[config.mk]
export PLATFORM = sky130hd
export DESIGN_NAME = ebox_top
export DESIGN_NICKNAME = d
export VERILOG_FILES = /design/src/hdl/isa_pkg.sv /design/src/hdl/pipe_pkg.sv /design/src/hdl/branch_cond.sv /design/src/hdl/ebox_top.sv /design/src/hdl/fwd_select.sv /design/src/hdl/issue_ctrl.sv /design/src/hdl/pipe_stage.sv
export VERILOG_INCLUDE_DIRS = /design/src /design/src/hdl
export SDC_FILE = /design/constraint.sdc
export NUM_CORES = 1
export LEC_CHECK = 0
export BUFFER_PORTS_ARGS = -buffer_cell sky130_fd_sc_hd__buf_4
export CAP_MARGIN = 30
export CORE_MARGIN = 4
export CORE_UTILIZATION = 54
export CTS_CLUSTER_DIAMETER = 40
export CTS_CLUSTER_SIZE = 40
export DETAILED_ROUTE_END_ITERATION = 10
export PLACE_DENSITY = 0.82
export SYNTH_ARGS = -nofsm -noshare
export SYNTH_HDL_FRONTEND = slang
export SYNTH_HIERARCHICAL = 1
export SYNTH_SLANG_ARGS = --single-unit
[constraint.sdc]
create_clock -name clk -period 4 [get_ports clk]
set_clock_uncertainty 0.15 [all_clocks]
set_input_delay 0.4 -clock clk [delete_from_list [all_inputs] [get_ports clk]]
set_output_delay 0.4 -clock clk [all_outputs]
set_load 0.05 [all_outputs]
[src/hdl/ebox_cfg.svh]
// Execute unit configuration macros for data and instruction widths,
// later-stage count and reset PC
`ifndef EBOX_CFG_SVH
`define EBOX_CFG_SVH

// Data path and address width
`define EBOX_XLEN 64

// Instruction word width
`define EBOX_INST_W 32

// Stages after issue: execute, memory, writeback
`define EBOX_N_STAGES 3

// First fetch address
`define EBOX_RESET_PC 64'h0

`endif

[src/hdl/isa_pkg.sv]
// Alpha integer ISA field types, opcode constants
// and opcode class helpers
`include "ebox_cfg.svh"

package isa_pkg;

  typedef logic [4:0] reg_addr_t;
  typedef logic [5:0] opcode_t;
  typedef logic [`EBOX_INST_W-1:0] inst_t;

  localparam reg_addr_t REG_ZERO = 5'd31;  // Reads as zero, writes dropped

  localparam opcode_t OP_INTA = 6'h10;  // Integer arithmetic
  localparam opcode_t OP_INTL = 6'h11;  // Integer logical
  localparam opcode_t OP_INTS = 6'h12;  // Shift and byte manipulation
  localparam opcode_t OP_INTM = 6'h13;  // Integer multiply
  localparam opcode_t OP_FPTI = 6'h1C;  // Sign extend and count ops
  localparam opcode_t OP_JMP  = 6'h1A;  // JMP, JSR, RET, JSR_COROUTINE

  function automatic opcode_t get_opcode(inst_t inst);
    return inst[31:26];
  endfunction

  function automatic reg_addr_t get_ra(inst_t inst);
    return inst[25:21];
  endfunction

  function automatic reg_addr_t get_rb(inst_t inst);
    return inst[20:16];
  endfunction

  function automatic reg_addr_t get_rc(inst_t inst);
    return inst[4:0];
  endfunction

  function automatic logic [7:0] get_literal(inst_t inst);
    return inst[20:13];
  endfunction

  function automatic logic [15:0] get_disp(inst_t inst);
    return inst[15:0];
  endfunction

  function automatic logic [20:0] get_br_disp(inst_t inst);
    return inst[20:0];
  endfunction

  // LDA..LDWU and LDL..LDQ_L
  function automatic logic is_load(opcode_t op);
    return (op >= 6'h08 && op <= 6'h0C) || (op >= 6'h28 && op <= 6'h2B);
  endfunction

  function automatic logic is_operate(opcode_t op);
    return op inside {OP_INTA, OP_INTL, OP_INTS, OP_INTM, OP_FPTI};
  endfunction

  // All of 30..3F hex are branch format
  function automatic logic is_branch(opcode_t op);
    return op[5:4] == 2'b11;
  endfunction

endpackage

[src/hdl/pipe_pkg.sv]
// Stage record carried down the later pipeline stages
// and operand forwarding select encoding

package pipe_pkg;

  // All-zero record is a bubble
  typedef struct packed {
    isa_pkg::reg_addr_t dest;        // Destination register
    logic               writes_reg;  // Clear when dest is the zero register
    logic               is_load;     // Result not ready before memory stage
    logic               is_jump;     // Writes the return address
  } stage_rec_t;

  localparam stage_rec_t REC_BUBBLE = '0;

  // Where an issue-stage operand is taken from
  typedef enum logic [1:0] {
    FWD_RF  = 2'd0,  // Register file
    FWD_EX  = 2'd1,  // Execute stage result
    FWD_MEM = 2'd2,  // Memory stage result
    FWD_WB  = 2'd3   // Writeback stage result
  } fwd_sel_t;

endpackage

[src/hdl/branch_cond.sv]
// Branch condition test on operand A keyed by the low
// four opcode bits
`include "ebox_cfg.svh"

module branch_cond (
  input  isa_pkg::opcode_t       opcode,
  input  logic [`EBOX_XLEN-1:0] reg_a,
  output logic                  taken
);

  logic neg;
  logic zero;

  assign neg  = reg_a[`EBOX_XLEN-1];
  assign zero = ~|reg_a;

  always_comb begin
    case (opcode[3:0])
      4'd0, 4'd4: taken = 1'b1;     // BR, BSR
      4'd8:       taken = ~reg_a[0];  // BLBC
      4'd9:       taken = zero;       // BEQ
      4'd10:      taken = neg;        // BLT
      4'd11:      taken = neg | zero;  // BLE
      4'd12:      taken = reg_a[0];   // BLBS
      4'd13:      taken = ~zero;      // BNE
      4'd14:      taken = ~neg;       // BGE
      4'd15:      taken = ~neg & ~zero;  // BGT
      default:    taken = 1'b0;       // FP branches not handled here
    endcase
  end

endmodule

[src/hdl/ebox_top.sv]
// Execute unit control top with the issue controller, later stage
// chain and forwarding selector
`include "ebox_cfg.svh"

module ebox_top (
  input  logic                    clk,
  input  logic                    rst_n,
  input  logic [`EBOX_INST_W-1:0] inst,
  input  logic [`EBOX_XLEN-1:0]   reg_a,
  input  logic [`EBOX_XLEN-1:0]   reg_b,
  input  logic                    i_stall,
  input  logic                    d_stall,
  output logic [`EBOX_XLEN-1:0]   pc,
  output isa_pkg::reg_addr_t      ra_addr,
  output isa_pkg::reg_addr_t      rb_addr,
  output logic [7:0]              literal,
  output logic [15:0]             displacement,
  output pipe_pkg::fwd_sel_t      fwd_a_sel,
  output pipe_pkg::fwd_sel_t      fwd_b_sel,
  output logic                    reg_w,
  output isa_pkg::reg_addr_t      wb_addr
);
  import pipe_pkg::*;

  stage_rec_t                issue_rec;
  stage_rec_t                stage_in  [`EBOX_N_STAGES];
  stage_rec_t                stage_rec [`EBOX_N_STAGES];
  logic [`EBOX_N_STAGES-1:0] hit_a;
  logic [`EBOX_N_STAGES-1:0] hit_b;
  logic                      load_use;

  issue_ctrl u_issue_ctrl (
    .clk          (clk),
    .rst_n        (rst_n),
    .inst         (inst),
    .reg_a        (reg_a),
    .reg_b        (reg_b),
    .i_stall      (i_stall),
    .d_stall      (d_stall),
    .load_use     (load_use),
    .pc           (pc),
    .ra_addr      (ra_addr),
    .rb_addr      (rb_addr),
    .literal      (literal),
    .displacement (displacement),
    .issue_rec    (issue_rec)
  );

  for (genvar i = 0; i < `EBOX_N_STAGES; i++) begin : g_stage
    if (i == 0) begin : g_head
      assign stage_in[i] = issue_rec;
    end else begin : g_link
      assign stage_in[i] = stage_rec[i-1];
    end

    pipe_stage u_stage (
      .clk     (clk),
      .rst_n   (rst_n),
      .d_stall (d_stall),
      .rec_in  (stage_in[i]),
      .ra_addr (ra_addr),
      .rb_addr (rb_addr),
      .rec     (stage_rec[i]),
      .hit_a   (hit_a[i]),
      .hit_b   (hit_b[i])
    );
  end

  fwd_select u_fwd_select (
    .recs      (stage_rec),
    .hit_a     (hit_a),
    .hit_b     (hit_b),
    .fwd_a_sel (fwd_a_sel),
    .fwd_b_sel (fwd_b_sel),
    .load_use  (load_use),
    .reg_w     (reg_w),
    .wb_addr   (wb_addr)
  );

  // After a load-use hold the load sits in memory, never in execute
  a_no_load_ex_fwd: assert property (@(posedge clk) disable iff (!rst_n)
    load_use && !d_stall |=> fwd_a_sel != FWD_EX && fwd_b_sel != FWD_EX);

endmodule

[src/hdl/fwd_select.sv]
// Forwarding priority for both sources, load-use detection
// and write-back outputs
`include "ebox_cfg.svh"

module fwd_select (
  input  pipe_pkg::stage_rec_t      recs [`EBOX_N_STAGES],
  input  logic [`EBOX_N_STAGES-1:0] hit_a,
  input  logic [`EBOX_N_STAGES-1:0] hit_b,
  output pipe_pkg::fwd_sel_t        fwd_a_sel,
  output pipe_pkg::fwd_sel_t        fwd_b_sel,
  output logic                      load_use,
  output logic                      reg_w,
  output isa_pkg::reg_addr_t        wb_addr
);
  import pipe_pkg::*;

  // Oldest stage first so the nearest hit overwrites it
  function automatic fwd_sel_t pick(logic [`EBOX_N_STAGES-1:0] hit, logic ex_load);
    fwd_sel_t sel;
    sel = FWD_RF;
    for (int i = `EBOX_N_STAGES - 1; i >= 0; i--) begin
      if (hit[i] && !(i == 0 && ex_load)) begin
        sel = fwd_sel_t'(i + 1);
      end
    end
    return sel;
  endfunction

  // Load data only exists from the memory stage on
  assign fwd_a_sel = pick(hit_a, recs[0].is_load);
  assign fwd_b_sel = pick(hit_b, recs[0].is_load);

  assign load_use = recs[0].is_load && (hit_a[0] || hit_b[0]);

  assign reg_w   = recs[`EBOX_N_STAGES-1].writes_reg;
  assign wb_addr = recs[`EBOX_N_STAGES-1].dest;

endmodule

[src/hdl/issue_ctrl.sv]
// Program counter, next-PC selection, issue instruction register
// and decode of the record leaving issue
`include "ebox_cfg.svh"

module issue_ctrl (
  input  logic                   clk,
  input  logic                   rst_n,
  input  logic [`EBOX_INST_W-1:0] inst,
  input  logic [`EBOX_XLEN-1:0]   reg_a,
  input  logic [`EBOX_XLEN-1:0]   reg_b,
  input  logic                   i_stall,
  input  logic                   d_stall,
  input  logic                   load_use,
  output logic [`EBOX_XLEN-1:0]   pc,
  output isa_pkg::reg_addr_t      ra_addr,
  output isa_pkg::reg_addr_t      rb_addr,
  output logic [7:0]             literal,
  output logic [15:0]            displacement,
  output pipe_pkg::stage_rec_t    issue_rec
);
  import isa_pkg::*;

  inst_t                  ir;  // Issue instruction register
  opcode_t                op;
  logic                   jump;
  logic                   branch;
  logic                   taken;
  logic [20:0]            br_disp;
  logic [`EBOX_XLEN-1:0]  br_target;
  logic [`EBOX_XLEN-1:0]  jmp_target;
  reg_addr_t              dest;
  logic                   writes;

  assign op           = get_opcode(ir);
  assign jump         = (op == OP_JMP);
  assign branch       = is_branch(op);
  assign ra_addr      = get_ra(ir);
  assign rb_addr      = get_rb(ir);
  assign literal      = get_literal(ir);
  assign displacement = get_disp(ir);
  assign br_disp      = get_br_disp(ir);

  // Word displacement, sign extended
  assign br_target  = pc + {{(`EBOX_XLEN-23){br_disp[20]}}, br_disp, 2'b00};
  assign jmp_target = {reg_b[`EBOX_XLEN-1:2], 2'b00};

  branch_cond u_branch_cond (
    .opcode (op),
    .reg_a  (reg_a),
    .taken  (taken)
  );

  always_ff @(posedge clk) begin
    if (!rst_n) begin
      pc <= `EBOX_RESET_PC;
      ir <= '0;
    end else if (d_stall || load_use) begin
      pc <= pc;  // Whole front end frozen
      ir <= ir;
    end else if (jump) begin
      pc <= jmp_target;
      ir <= '0;
    end else if (branch) begin
      if (taken) begin
        pc <= br_target;
      end
      ir <= '0;  // Fetched slot is discarded either way
    end else if (i_stall) begin
      ir <= '0;
    end else begin
      pc <= pc + `EBOX_XLEN'd4;
      ir <= inst;
    end
  end

  // Operate writes rc; loads and jumps write ra
  assign dest   = is_operate(op) ? get_rc(ir) : get_ra(ir);
  assign writes = (is_operate(op) || is_load(op) || jump) && (dest != REG_ZERO);

  always_comb begin
    issue_rec = '0;
    if (!load_use) begin  // Held instruction sends a bubble instead
      issue_rec.dest       = dest;
      issue_rec.writes_reg = writes;
      issue_rec.is_load    = is_load(op);
      issue_rec.is_jump    = jump;
    end
  end

  a_pc_aligned: assert property (@(posedge clk) disable iff (!rst_n)
    pc[1:0] == 2'b00);

  // Operand A must be settled whenever a branch decides the next PC
  a_taken_known: assert property (@(posedge clk) disable iff (!rst_n)
    branch && !d_stall && !load_use |-> !$isunknown(taken));

endmodule

[src/hdl/pipe_stage.sv]
// One later pipeline stage with its record register and source
// register match for forwarding

module pipe_stage (
  input  logic                 clk,
  input  logic                 rst_n,
  input  logic                 d_stall,
  input  pipe_pkg::stage_rec_t rec_in,
  input  isa_pkg::reg_addr_t   ra_addr,
  input  isa_pkg::reg_addr_t   rb_addr,
  output pipe_pkg::stage_rec_t rec,
  output logic                 hit_a,
  output logic                 hit_b
);
  import pipe_pkg::*;

  always_ff @(posedge clk) begin
    if (!rst_n) begin
      rec <= REC_BUBBLE;
    end else if (!d_stall) begin
      rec <= rec_in;
    end
  end

  // writes_reg is never set for register 31
  assign hit_a = rec.writes_reg && (rec.dest == ra_addr);
  assign hit_b = rec.writes_reg && (rec.dest == rb_addr);

endmodule

==> run metrics <==
peak supply drop slightly above 0.0003 V; r2r endpoint u_issue_ctrl/pc[43]; clock-pin slew on the worst setup and hold paths around 0.06 ns; hold worst-path end u_issue_ctrl/ir[11]; number of CTS-inserted buffers 17; critical path peak fanout 15; DIE HEIGHT ~140 um; ratio of cells with drive above 1 in the final layout 0.250; setup repair bufs after CTS 0; setup slack, reg-to-reg slightly above 0.2 ns; WL final about 37,000 um; antenna violations before repair 0; final hold violations 0; Fin Setup TNS 0 ns; Inst Count DP about 1,700; Final period util 0.949; DR DRC count 0; # setup viols final 0; Nets about 1,700; Final Non-Filler Cells about 1,800; RD Place Congestion a little under 1; first-pass GRT wire length 55,000 um; worst hold slack between 0.05 and 0.06 ns; Starting Density 0.550; max-cap violations 0; worst path arrival time approximately 4.0 ns; CTS Sinks approximately 110; outcome completed; Reg2Reg Depth 12; Finished Cell Area between 0.01 and 0.015 mm2; diode count 0; CTS tree yes; row count slightly below 50; Vias/cell between 6 and 7; Worst Hold Launch inst[11]; Initial DRT Pass Iterations 6; Syn Std Cell Area 0.00988 mm2; die width between 100 and 150 um; WS Path Type reg2reg; fin. max-slew vios 0; warnings from Yosys 6; root buf cell clkbuf_16; largest net degree at the start of global routing 62; Hold Path Class in2reg; die area about 0.021 mm2; ANT nets after route 0; RR Startpoint u_issue_ctrl/ir[30]; Power, Total about 3.1 mW; PwrDens ~250 mW/mm2; Slew @ Worst Pin approximately 0.95 ns; Max Freq ~0.26 GHz; Clk Latency, worst-skew pair 0.43 ns; # IOs roughly 270; port bufs about 270; Placed Instance Area 0.0118 mm2; detailed placement HPWL between 20,000 and 30,000 um; Routed wire per std cell between 20 and 25 um; vias in the first global route about 10,000; Area growth syn-to-layout 24.8%; CP required ~4.2 ns; Mean Syn Cell Area approximately 7.2 um2; Mapped Cells 1,366; startpoint types register; Lkg Pwr about 5.4 nW; Critical Path Sink Type register; Vias roughly 12,000; GRT Total Usage 0.335; DR iter-0 viols between 1,000 and 1,500; min Tclk post-route around 3.8 ns; Core ar. between 0.015 and 0.02 mm2; Worst Hold Depth 3; relative slew slack 0.359; total gr overflow 0; RSZ-0062 raised after global routing no; CTS max path bufs 2; H-tree levels 4
-- critical path: stages (launching register included) --
cell	delay, ns
dfxtp_1	0.33
buf_4	0.18
and3_1	0.18
ha_1	0.37
and3_1	0.24
nand3_1	0.13
a211oi_2	0.34
o211a_1	0.46
nor3_1	0.11
a221oi_1	0.49
mux2_2	0.45
o21a_1	0.18
o22ai_1	0.11
-- power breakdown --
group	leakage (nW)	total (mW)	internal [mW]	switching (mW)
sequential	0.917	1.19	1.15	0.0380
clock	0.253	1.42	0.796	0.624
combinational	4.23	0.520	0.225	0.295
total	5.40	3.13	2.18	0.957
-- area by class of cell --
| class | count | area (um2) |
|---|---|---|
| timing repair buffer | 304 | 2340 |
| multi-input combinational | 1077 | 6830 |
| inverter | 19 | 71.3 |
| clock buffer | 18 | 429 |
| sequential | 113 | 2260 |
| fill | 1530 | 5640 |
| tap | 229 | 287 |
| clock inverter | 14 | 106 |
-- per-stage QoR --
stage / util / setup slack (ns)
finish: 0.686 / 0.203
global route: 0.686 / 0.00673
CTS: 0.685 / 0.101
detailed placement: 0.655 / 0.150
global placement: 0.655 / 0.203
floorplan: - / 0.366
-- timing repair --
item,CTS,global route
resized for setup,0,6
hold buffers,0,0
endpoints found under the setup margin,0,10
endpoints found under the hold margin,0,0
-- placed cells by master, fill, tap and decap left out, drive strengths merged, types with 43 or more instances in the layout --
cell type	count
nand3	71
mux2i	43
o21ai	61
buf	304
a21oi	74
nor2	142
nand2	117
nor4	53
and3	55
dfxtp	113
-- registers in the layout (all words and copies together), names as in the netlist --
register,cells
u_issue_ctrl/ir,32
u_issue_ctrl/pc,62
g_stage.u_stage/rec,19
-- how the worst max path moves through the flow --
stage | from | endpoint | slack [ns] | depth (start not counted)
2_1_floorplan | u_issue_ctrl/ir[31] | u_issue_ctrl/pc[58] | 0.37 | 13
3_3_place_gp | u_issue_ctrl/ir[31] | u_issue_ctrl/pc[58] | 0.20 | 13
3_5_place_dp | u_issue_ctrl/ir[31] | u_issue_ctrl/pc[58] | 0.15 | 13
4_1_cts | u_issue_ctrl/ir[30] | u_issue_ctrl/pc[48] | 0.10 | 13
5_1_grt | u_issue_ctrl/ir[30] | u_issue_ctrl/pc[43] | 0.007 | 12
6_report | u_issue_ctrl/ir[30] | u_issue_ctrl/pc[43] | 0.20 | 12
-- per-layer routing --
layer	GRT usage	vias to the layer above	wire length (um)
met5	0	-	0
met4	0.114	0	1120
met3	0.0717	92	4030
met2	0.535	681	16400
met1	0.451	5441	15000
li1	-	5380	-
(Power assumes the default switching activity.)
